==> config.mk <==
export PLATFORM = sky130hd
export DESIGN_NAME = usb_rx_top
export DESIGN_NICKNAME = d
export VERILOG_FILES = /design/src/hdl/usb_rx_pkg.sv /design/src/hdl/usb_line_sampler.sv /design/src/hdl/usb_bit_decoder.sv /design/src/hdl/usb_crc16_check.sv /design/src/hdl/usb_rx_control.sv /design/src/hdl/usb_rx_top.sv
export SDC_FILE = /design/constraint.sdc
export NUM_CORES = 1
export LEC_CHECK = 0
export BUFFER_PORTS_ARGS = -buffer_cell sky130_fd_sc_hd__buf_4
export CORE_UTILIZATION = 60
export CTS_CLUSTER_DIAMETER = 120
export DETAILED_ROUTE_END_ITERATION = 6
export GPL_ROUTABILITY_DRIVEN = 0
export PLACE_DENSITY = 0.79
export SYNTH_ARGS = -nofsm -noshare
export SYNTH_HDL_FRONTEND = slang
export SYNTH_SLANG_ARGS = --single-unit
export TNS_END_PERCENT = 50
==> constraint.sdc <==
create_clock -name tb_clk -period 2.5 [get_ports tb_clk]
set_input_delay 0.25 -clock tb_clk [delete_from_list [all_inputs] [get_ports tb_clk]]
set_output_delay 0.25 -clock tb_clk [all_outputs]
set_load 0.01 [all_outputs]
==> src/hdl/usb_rx_pkg.sv <==
// USB receive path definitions

package usb_rx_pkg;

	// Bit timing, four tb_clk cycles per full-speed bit
	localparam int clks_per_bit = 4;
	localparam int sample_phase = 2;

	// Bit stuffing limit
	localparam int max_ones = 6;

	// SYNC after NRZI decoding, LSB first
	localparam logic [7:0] sync_byte = 8'h80;

	// CRC16 generator and the remainder of a good packet
	localparam logic [15:0] crc16_poly = 16'h8005;
	localparam logic [15:0] crc16_residual = 16'h800D;

	// DATA PIDs with their check nibble
	localparam logic [7:0] pid_data0 = 8'hC3;
	localparam logic [7:0] pid_data1 = 8'h4B;

	typedef logic [7:0] byte_t;
	typedef logic [15:0] crc16_t;
	typedef logic [2:0] bit_cnt_t;

	// One sample of the bus per bit period
	typedef struct packed {
		logic bit_valid;
		logic level;	// 1 for J, 0 for K
		logic se0;
	} line_sample_t;

	// Receive controller states
	typedef enum logic [2:0] {
		idle,
		sync,
		pid,
		data,
		wait_eop,
		error
	} rx_state_t;

endpackage

==> src/hdl/usb_line_sampler.sv <==
// USB line sampler

`timescale 1ns/10ps

module usb_line_sampler (
	input  logic                     tb_clk,
	input  logic                     rst,
	input  logic                     d_plus,
	input  logic                     d_minus,
	output usb_rx_pkg::line_sample_t line,
	output logic                     eop_detect
);

	logic       dp_meta;
	logic       dp_sync;
	logic       dm_meta;
	logic       dm_sync;
	logic       is_j;
	logic       is_k;
	logic       is_se0;
	logic       last_level;
	logic       cur_level;
	logic       edge_seen;
	logic [1:0] phase_cnt;
	logic [1:0] phase_next;
	logic [2:0] se0_cnt;

	// Line state after the synchronizer
	assign is_j = dp_sync && !dm_sync;
	assign is_k = !dp_sync && dm_sync;
	assign is_se0 = !dp_sync && !dm_sync;

	// Hold the last J/K value through SE0 and SE1
	assign cur_level = (is_j || is_k) ? is_j : last_level;
	assign edge_seen = (is_j && !last_level) || (is_k && last_level);

	// Phase restarts on every J/K transition
	always_comb
	begin
		if (edge_seen || phase_cnt == 2'(usb_rx_pkg::clks_per_bit - 1))
			phase_next = 2'd0;
		else
			phase_next = phase_cnt + 2'd1;
	end

	always_ff @(posedge tb_clk)
	begin
		if (rst)
		begin
			dp_meta <= 1'b1;
			dp_sync <= 1'b1;
			dm_meta <= 1'b0;
			dm_sync <= 1'b0;
			last_level <= 1'b1;
			phase_cnt <= 2'd0;
			se0_cnt <= 3'd0;
			line <= '{bit_valid: 1'b0, level: 1'b1, se0: 1'b0};
			eop_detect <= 1'b0;
		end
		else
		begin
			dp_meta <= d_plus;
			dp_sync <= dp_meta;
			dm_meta <= d_minus;
			dm_sync <= dm_meta;
			phase_cnt <= phase_next;
			last_level <= cur_level;
			line.bit_valid <= (phase_next == 2'(usb_rx_pkg::sample_phase));
			line.level <= cur_level;
			line.se0 <= is_se0;

			// End of packet is a full bit of SE0 and then J
			eop_detect <= is_j && (se0_cnt == 3'(usb_rx_pkg::clks_per_bit));
			if (is_se0)
			begin
				if (se0_cnt != 3'(usb_rx_pkg::clks_per_bit))
					se0_cnt <= se0_cnt + 3'd1;
			end
			else
				se0_cnt <= 3'd0;
		end
	end

endmodule

==> src/hdl/usb_bit_decoder.sv <==
// NRZI decoder and bit unstuffer

`timescale 1ns/10ps

module usb_bit_decoder (
	input  logic                     tb_clk,
	input  logic                     rst,
	input  usb_rx_pkg::line_sample_t line,
	output logic                     data_bit,
	output logic                     data_valid,
	output logic                     stuff_err
);

	logic       prev_level;
	logic [2:0] ones_cnt;
	logic       same_level;

	// No change on the line means a one
	assign same_level = (line.level == prev_level);

	always_ff @(posedge tb_clk)
	begin
		if (line.bit_valid)
			data_bit <= same_level;
	end

	// ones_cnt above max_ones marks the idle line, so no zero is dropped there
	always_ff @(posedge tb_clk)
	begin
		if (rst)
		begin
			prev_level <= 1'b1;
			ones_cnt <= 3'(usb_rx_pkg::max_ones + 1);
			data_valid <= 1'b0;
			stuff_err <= 1'b0;
		end
		else
		begin
			data_valid <= 1'b0;
			stuff_err <= 1'b0;
			if (line.bit_valid)
			begin
				if (line.se0)
				begin
					// Back to idle J after the packet
					prev_level <= 1'b1;
					ones_cnt <= 3'(usb_rx_pkg::max_ones + 1);
				end
				else if (same_level)
				begin
					data_valid <= 1'b1;
					if (ones_cnt == 3'(usb_rx_pkg::max_ones))
					begin
						// Seventh one where a stuffed zero belongs
						stuff_err <= 1'b1;
						ones_cnt <= ones_cnt + 3'd1;
					end
					else if (ones_cnt < 3'(usb_rx_pkg::max_ones))
						ones_cnt <= ones_cnt + 3'd1;
				end
				else
				begin
					prev_level <= line.level;
					ones_cnt <= 3'd0;
					// Zero after six ones is the stuffed bit
					if (ones_cnt != 3'(usb_rx_pkg::max_ones))
						data_valid <= 1'b1;
				end
			end
		end
	end

endmodule

==> src/hdl/usb_crc16_check.sv <==
// Serial CRC16 checker

`timescale 1ns/10ps

module usb_crc16_check (
	input  logic tb_clk,
	input  logic rst,
	input  logic crc_clear,
	input  logic crc_enable,
	input  logic data_bit,
	input  logic data_valid,
	output logic crc_ok
);

	usb_rx_pkg::crc16_t crc_q;
	logic               feedback;

	// Data enters LSB first against the register MSB
	assign feedback = data_bit ^ crc_q[15];

	always_ff @(posedge tb_clk)
	begin
		if (rst || crc_clear)
			crc_q <= '1;
		else if (crc_enable && data_valid)
		begin
			if (feedback)
				crc_q <= {crc_q[14:0], 1'b0} ^ usb_rx_pkg::crc16_poly;
			else
				crc_q <= {crc_q[14:0], 1'b0};
		end
	end

	// Good packet including its CRC field leaves the fixed residual
	assign crc_ok = (crc_q == usb_rx_pkg::crc16_residual);

endmodule

==> src/hdl/usb_rx_control.sv <==
// USB receive controller

`timescale 1ns/10ps

module usb_rx_control (
	input  logic                     tb_clk,
	input  logic                     rst,
	input  logic                     data_bit,
	input  logic                     data_valid,
	input  logic                     stuff_err,
	input  logic                     eop_detect,
	input  logic                     crc_ok,
	input  usb_rx_pkg::line_sample_t line,
	output usb_rx_pkg::byte_t        rx_data,
	output logic                     write_enable,
	output logic                     eop,
	output logic                     rcv_error,
	output logic                     crc_clear,
	output logic                     crc_enable
);

	usb_rx_pkg::rx_state_t state_q;
	usb_rx_pkg::bit_cnt_t  bit_cnt_q;
	usb_rx_pkg::byte_t     next_byte;
	logic [6:0]            shift_q;
	logic                  data_pid_q;
	logic                  frame_err_q;
	logic                  byte_done;
	logic                  active;

	// Completed byte, the newest bit is the MSB
	assign next_byte = {data_bit, shift_q};
	assign byte_done = data_valid && (bit_cnt_q == 3'd7);

	assign active = (state_q == usb_rx_pkg::sync) ||
		(state_q == usb_rx_pkg::pid) ||
		(state_q == usb_rx_pkg::data);

	// CRC runs only over the payload of DATA packets
	assign crc_enable = (state_q == usb_rx_pkg::data) && data_pid_q;

	always_ff @(posedge tb_clk)
	begin
		if (data_valid)
			shift_q <= {data_bit, shift_q[6:1]};
	end

	always_ff @(posedge tb_clk)
	begin
		if (rst)
		begin
			state_q <= usb_rx_pkg::idle;
			bit_cnt_q <= 3'd0;
			data_pid_q <= 1'b0;
			frame_err_q <= 1'b0;
			rx_data <= '0;
			write_enable <= 1'b0;
			eop <= 1'b0;
			rcv_error <= 1'b0;
			crc_clear <= 1'b0;
		end
		else
		begin
			write_enable <= 1'b0;
			crc_clear <= 1'b0;
			eop <= eop_detect;

			if (active && data_valid)
				bit_cnt_q <= bit_cnt_q + 3'd1;

			case (state_q)
				usb_rx_pkg::idle:
				begin
					// First K on the idle line opens SYNC
					if (line.bit_valid && !line.se0 && !line.level)
					begin
						state_q <= usb_rx_pkg::sync;
						bit_cnt_q <= 3'd0;
						data_pid_q <= 1'b0;
						frame_err_q <= 1'b0;
						crc_clear <= 1'b1;
						rcv_error <= 1'b0;
					end
				end
				usb_rx_pkg::sync:
				begin
					if (byte_done)
					begin
						if (next_byte == usb_rx_pkg::sync_byte)
							state_q <= usb_rx_pkg::pid;
						else
						begin
							state_q <= usb_rx_pkg::error;
							rcv_error <= 1'b1;
						end
					end
				end
				usb_rx_pkg::pid:
				begin
					if (byte_done)
					begin
						rx_data <= next_byte;
						write_enable <= 1'b1;
						data_pid_q <= (next_byte == usb_rx_pkg::pid_data0) ||
							(next_byte == usb_rx_pkg::pid_data1);
						state_q <= usb_rx_pkg::data;
					end
				end
				usb_rx_pkg::data:
				begin
					if (byte_done)
					begin
						rx_data <= next_byte;
						write_enable <= 1'b1;
					end
				end
				usb_rx_pkg::wait_eop:
				begin
					if (eop_detect)
					begin
						rcv_error <= frame_err_q || (data_pid_q && !crc_ok);
						state_q <= usb_rx_pkg::idle;
					end
				end
				usb_rx_pkg::error:
				begin
					// Drop the rest of the packet
					if (eop_detect)
						state_q <= usb_rx_pkg::idle;
				end
				default:
					state_q <= usb_rx_pkg::idle;
			endcase

			// Faults and SE0 take priority over byte handling
			if (active)
			begin
				if (stuff_err)
				begin
					state_q <= usb_rx_pkg::error;
					rcv_error <= 1'b1;
				end
				else if (line.bit_valid && line.se0)
				begin
					state_q <= usb_rx_pkg::wait_eop;
					// No PID yet, or a byte cut short
					frame_err_q <= (state_q != usb_rx_pkg::data) || (bit_cnt_q != 3'd0);
				end
			end
		end
	end

endmodule

==> src/hdl/usb_rx_top.sv <==
// USB receive path top level

`timescale 1ns/10ps

module usb_rx_top (
	input  logic              tb_clk,
	input  logic              rst,
	input  logic              d_plus,
	input  logic              d_minus,
	output usb_rx_pkg::byte_t rx_data,
	output logic              write_enable,
	output logic              eop,
	output logic              rcv_error
);

	usb_rx_pkg::line_sample_t line;
	logic                     eop_detect;
	logic                     data_bit;
	logic                     data_valid;
	logic                     stuff_err;
	logic                     crc_clear;
	logic                     crc_enable;
	logic                     crc_ok;

	// Pair sampling and bit recovery
	usb_line_sampler u_sampler (
		.tb_clk     (tb_clk),
		.rst        (rst),
		.d_plus     (d_plus),
		.d_minus    (d_minus),
		.line       (line),
		.eop_detect (eop_detect)
	);

	usb_bit_decoder u_decoder (
		.tb_clk     (tb_clk),
		.rst        (rst),
		.line       (line),
		.data_bit   (data_bit),
		.data_valid (data_valid),
		.stuff_err  (stuff_err)
	);

	usb_crc16_check u_crc (
		.tb_clk     (tb_clk),
		.rst        (rst),
		.crc_clear  (crc_clear),
		.crc_enable (crc_enable),
		.data_bit   (data_bit),
		.data_valid (data_valid),
		.crc_ok     (crc_ok)
	);

	// Packet framing and byte output
	usb_rx_control u_control (
		.tb_clk       (tb_clk),
		.rst          (rst),
		.data_bit     (data_bit),
		.data_valid   (data_valid),
		.stuff_err    (stuff_err),
		.eop_detect   (eop_detect),
		.crc_ok       (crc_ok),
		.line         (line),
		.rx_data      (rx_data),
		.write_enable (write_enable),
		.eop          (eop),
		.rcv_error    (rcv_error),
		.crc_clear    (crc_clear),
		.crc_enable   (crc_enable)
	);

endmodule

# Yosys cells after proc, flatten, opt, wreduce, memory -nomap -nowiden

Index checks and enable logic that the tools add are counted.

Word-level logic and storage cells: 143
Output and inout port bits: 11
Input bits: 4
Register bits: 63

$lt $le $gt $ge: 1
$add $sub $neg: 4
Multiplexer cells: 41
Bitwise gates (word level): 7
Eq/ne operators: 22
Reduce and logical (&&, ||, !) cells: 42

Operators by type and width:

| cell                                                            | number |
|---|---|
| 3-bit 2-to-1 mux                                                | 15 |
| 1-bit 2-to-1 mux                                                | 21 |
| 16-bit == test, second input constant                           | 1 |
| 8-bit == test, second input constant                            | 2 |
| 16-bit 2-to-1 mux                                               | 1 |
| 3-bit == test, second input constant                            | 5 |
| 3-bit case mux with 5 select lines                              | 1 |
| 1-bit logical AND                                               | 14 |
| 2-bit OR reduction                                              | 5 |
| 3-bit by 1-bit adder with 3-bit output, second input constant   | 3 |
| 1-bit logical OR                                                | 9 |
| 8-bit by 7-bit == test with 1-bit output, second input constant | 1 |
| 3-bit by 2-bit == test with 1-bit output, second input constant | 2 |
| 3-bit != test, second input constant                            | 2 |
| 2-bit AND reduction                                             | 3 |
| 1-bit logical NOT                                               | 5 |
| 1-bit NOT                                                       | 5 |
| 2-bit == test, second input constant                            | 2 |
| 2-bit by 1-bit != test with 1-bit output, second input constant | 2 |
| 4-bit != test, second input constant                            | 1 |
| 4-bit OR reduction                                              | 1 |
| 3-bit by 1-bit == test with 1-bit output, second input constant | 1 |
| 3-bit logical NOT                                               | 1 |
| 3-bit less-than comparator, second input constant               | 1 |
| other kinds (13)                                                | 13 |

# Logic depth before layout (Yosys ltp)

Depth after elaboration: 8
Mapped depth: 7
Gate-level depth less buffers: 6

# By module

From an unflattened synthesis, not the netlist that was laid out.

Cell total of the unflattened synthesis: 288
Area total of the unflattened synthesis: 2763.9 um2

Modules (own cells, without submodules):

| module           | cells each | instances | sequential area each (um2) | area an instance (um2) |
|---|---|---|---|---|
| usb_rx_control   | 128        | 1         | 610.6                      | 1217.4 |
| usb_crc16_check  | 79         | 1         | 320.3                      | 663.1 |
| usb_line_sampler | 48         | 1         | 260.2                      | 566.8 |
| usb_bit_decoder  | 33         | 1         | 150.1                      | 316.6 |

# Worst setup path before layout

Ideal clock, no wire load.

Path type: register -> register
Start point: register u_control.shift_q[6]
End point: register u_control.state_q[2]
Buffers on the path: 0
Library setup time: 0.138 ns
Stages on the path, launching flop included: 5
Arrival time: 1.515 ns
Required time: 2.362 ns
Clock period less this slack: 1.653 ns
Setup slack: 0.847 ns
Cell sequence: edfxtp_1 or4b_1 or3_4 a211oi_2 a211oi_1

Cells in the longest elaborated chain, start to end: 7

RTL lines:

| element                                | RTL line              | RTL |
|---|---|---|
| from (decl)                            | usb_rx_control.sv:25  | `logic [6:0] shift_q;` |
| from (signal assigned)                 | usb_rx_control.sv:45  | `shift_q <= {data_bit, shift_q[6:1]};` |
| 8-bit == test (*)                      | usb_rx_control.sv:89  | `if (next_byte == usb_rx_pkg::sync_byte)` |
| 3-bit 2-to-1 mux (*)                   | usb_rx_control.sv:89  |  |
| 3-bit 2-to-1 mux (*)                   | usb_rx_control.sv:87  | `if (byte_done)` |
| 3-bit case mux with 5 select lines (*) | usb_rx_control.sv:71  | `case (state_q)` |
| 3-bit 2-to-1 mux                       | usb_rx_control.sv:143 | `else if (line.bit_valid && line.se0)` |
| 3-bit 2-to-1 mux                       | usb_rx_control.sv:138 | `if (stuff_err)` |
| 3-bit 2-to-1 mux (*)                   | usb_rx_control.sv:136 | `if (active)` |
| to (signal assigned)                   | usb_rx_control.sv:77  | `state_q <= usb_rx_pkg::sync;` |
| to (signal assigned)                   | usb_rx_control.sv:140 | `state_q <= usb_rx_pkg::error;` |
| to (signal assigned)                   | usb_rx_control.sv:145 | `state_q <= usb_rx_pkg::wait_eop;` |
| to (decl)                              | usb_rx_control.sv:22  | `usb_rx_pkg::rx_state_t state_q;` |

Every way passes the cells marked *; elsewhere a longest branch is shown, timed or not.
A chain may end at the register's enable or synchronous reset.

# Worst setup path in the final report

Start point: register u_control.bit_cnt_q[1]
End point: register u_control.data_pid_q

Cells in the longest elaborated chain, start to end: 4

RTL lines:

| element                                                   | RTL line              | RTL |
|---|---|---|
| from (decl)                                               | usb_rx_control.sv:23  | `usb_rx_pkg::bit_cnt_t bit_cnt_q;` |
| from (signal assigned)                                    | usb_rx_control.sv:69  | `bit_cnt_q <= bit_cnt_q + 3'd1;` |
| 3-bit == test                                             | usb_rx_control.sv:33  | `assign byte_done = data_valid && (bit_cnt_q == 3'd7);` |
| 1-bit logical AND                                         | usb_rx_control.sv:33  |  |
| 2-bit by 1-bit != test with 1-bit output (no source line) | --                    |  |
| 3-bit AND reduction (no source line)                      | --                    |  |
| to (signal assigned)                                      | usb_rx_control.sv:104 | `data_pid_q <= (next_byte == usb_rx_pkg::pid_data0) \|\|` |
| to (decl)                                                 | usb_rx_control.sv:26  | `logic data_pid_q;` |

No other way between the ends.

==> reports/results.tsv <==
stage	metric	value	unit
worst_setup_path	crit_arrival	2.00	ns
floorplan	coreArea	4090	µm²
route	vias	1966	
route	drc	0	
pwr	clock_power_share	0.420	
worst_hold_path	min-delay-path-class	in2reg	
clock_network	clock_latency	0.34	ns
clock_network	cts_tree	yes	
route	drt-initial-drc-count	158	
logic_synthesis	yosysWarnings	0	
clock_network	cts_resized	0	
pwr	power_frac_seq	0.549	
clock_network	clock_path_buffers	2	
clock_network	root_buffer	clkbuf_8	
floorplan	fp.dieH	68.1	µm
route	postRouteAntennaNets	0	
floorplan	die_w	68.1	µm
layout	antennaDiodeCount	0	
logic_synthesis	synthArstFlopShare	0	
grt	grt_max_degree	35	
grt	gr-total-overflow	0	
pwr	power_frac_comb	0.032	
route	wl_met3	207	µm
grt	antenna_found_initial	0	
placement	place_hpwl	3170	µm
worst_setup_path	cp-end-kind	flop	
logic_synthesis	syn_area_per_cell	9.18	µm²
status	status	completed	
sta	max-slew-margin-rel	0.620	
route	wl	4630	µm
sta	fin_setup_tns	0	ns
grt	grt_pass1_vias	1816	
sta	setup_viol	0	
route	drtPass1Iterations	4	
route	route.met2.wl	2150	µm
clock_network	ctsHoldBuffers	0	
layout	fin_area	2940	µm²
sta	worst_clock_skew	0.00874	ns
placement	dp_slack	0.725	ns
sta	slew_violations	0	
grt	grt_pass1_wl	7790	µm
layout	drive_gt1_frac	0.127	
logic_synthesis	synth-edff-count	8	
logic_synthesis	synth_seq_cells	63	
pwr	vdd_drop_max	0.000438	V
pwr	p_sw_frac	0.214	
route	vias_per_cell	5.52	
logic_synthesis	synthFlopType	dfxtp_1	
worst_hold_path	worstHoldStart	d_plus	
sta	rsz0062_at_grt	false	
clock_network	numCtsBuffers	9	
logic_synthesis	postSynthCellCount	286	
route	drt-met1-wl	2180	µm
job	maxCapViolCount	0	
floorplan	rows	23	
layout	fillers	330	
floorplan	pin_count	15	
grt	track_usage	0.234	
clock_network	htreeDepth	3	
sta	fmax	564	MHz
worst_setup_path	r2r_start	u_control.bit_cnt_q[1]	
worst_setup_path	required	2.72	ns
layout	final_common_cell	nand2_1	
sta	tightest_slew	0.569	ns
worst_setup_path	startpoint	u_control.bit_cnt_q[1]	
worst_setup_path	worstPathMaxFanout	10	
sta	setup_ws	0.726	ns
logic_synthesis	synth_cell_types	47	
worst_hold_path	holdPathStages	2	
pwr	p_sw	412	µW
clock_network	cts_setup_buffers	0	
layout	area_growth	11.9	%
sta	finalHoldViolCount	0	
worst_setup_path	path_class	reg2reg	
logic_synthesis	synth_area	2630	µm²
worst_setup_path	cp-start-kind	flop	
pwr	power_density	655	nW/µm²
sta	layout_min_cycle_time	1.77	ns
route	highest_layer	met4	
layout	nets	316	
pwr	power_leakage	0.00122	µW
logic_synthesis	seq_area_frac_synth	0.511	
worst_setup_path	r2r_cells	6	
sta	min_period_over_period	0.710	
floorplan	dieArea	4640	µm²
pwr	intPower	1510	µW
route	wire_per_inst	13.0	µm
floorplan	initial_utilization	0.642	
placement	dpl_cell_area	2760	µm²
placement	io_buffers	14	
layout	final_cell_mix	nand2_1, dfxtp_1, nor2_1, nand3_1, buf_4	
clock_network	cts.clk_slew.worst_paths	0.07	ns
logic_synthesis	syn_nets	301	
clock_network	cts_sinks	63	
==> routing by layer <==
metal,up-vias,track usage
met4,0,0.107
met2,40,0.376
met1,913,0.276
met5,-,0
li1,1004,-
met3,9,0.0883
==> flip-flops by register name, summed over array words and instances (netlist names), 3 cells and up <==
signal               count
u_sampler.line           3
u_control.state_q        3
u_crc.crc_q             16
u_control.bit_cnt_q      3
u_control.shift_q        7
u_control.rx_data        8
u_sampler.se0_cnt        3
u_decoder.ones_cnt       3
==> synthesized netlist by cell type (2+ instances only) <==
cell type   n  area [µm²]
a21oi_1    14        70.1
nand2_1    58         218
or3_1       2        12.5
nand3_1    16        80.1
mux2i_1     5        50.1
a211oi_1    3        22.5
buf_2       3        15.0
o21ai_0     4        20.0
or2_2       7        43.8
nand2b_1    4        25.0
ha_1       11         138
a211o_1     2        17.5
clkbuf_1    8        30.0
nor2_1     20        75.1
dfxtp_1    55        1100
a31oi_1     2        12.5
nor3_1      7        35.0
edfxtp_1    8         240
xnor2_1     7        61.3
nor2b_1     5        31.3
nor4b_1     2        17.5
nor3b_1     4        30.0
inv_1      10        37.5
nor4_1      3        18.8
nand4b_1    3        26.3
nand3b_1    2        15.0
==> final timing paths <==
check / to / slack (ns)
setup reg to reg: u_control.data_pid_q / 0.73
setup / recovery: u_control.data_pid_q / 0.73
hold reg to reg: u_sampler.dp_sync / 0.42
hold / removal: u_sampler.dp_meta / 0.11
==> final cells by class <==
class / count / area [µm²] / share of cell area
Clock buffer: 10 / 128 / 0.0434
Multi-Input combinational cell: 201 / 1200 / 0.408
Tap cell: 50 / 62.6 / 0.0213
Sequential cell: 63 / 1340 / 0.457
Inverter: 10 / 37.5 / 0.0128
Clock inverter: 6 / 51.3 / 0.0175
Timing Repair Buffer: 16 / 120 / 0.0409
==> cells by family (layout without fill, tap and decap cells) <==
family | count (synthesis) | in the layout | share of synthesized area
multiplexers | 5 | 5 | 0.0191
AO/OA/AOI/OAI | 37 | 37 | 0.0972
flip-flops | 63 | 63 | 0.511
buffers and inverters | 22 | 42 | 0.0329
AND/OR/NAND/NOR | 140 | 140 | 0.261
adder cells (fa/ha/maj) | 11 | 11 | 0.0524
XOR/XNOR | 8 | 8 | 0.0267
==> metrics by stage <==
step	instances	utilization	total power (µW)	hold WS, ns
finish	356	0.719	1920	0.106
global route	356	0.719	1990	0.0910
CTS	356	0.719	1940	0.0992
detailed placement	340	0.675	1140	0.402
global placement	340	0.675	1140	0.397
floorplan	286	-	1120	0.354
==> power groups by stage <==
stage | Sequential [µW] | Combinational (µW) | Clock [µW]
floorplan | 1070 | 50.0 | 0
global placement | 1080 | 59.4 | 0
detailed placement | 1080 | 60.9 | 0
CTS | 1060 | 61.5 | 820
global route | 1060 | 69.1 | 865
finish | 1060 | 61.2 | 808
==> critical path: stages (launching register included) <==
cell	delay [ns]
dfxtp_1	0.35
ha_1	0.17
ha_1	0.20
nand4b_1	0.39
o32ai_1	0.29
mux2i_1	0.22
nor2_1	0.05
No activity file was read; power rests on OpenSTA's default activity.
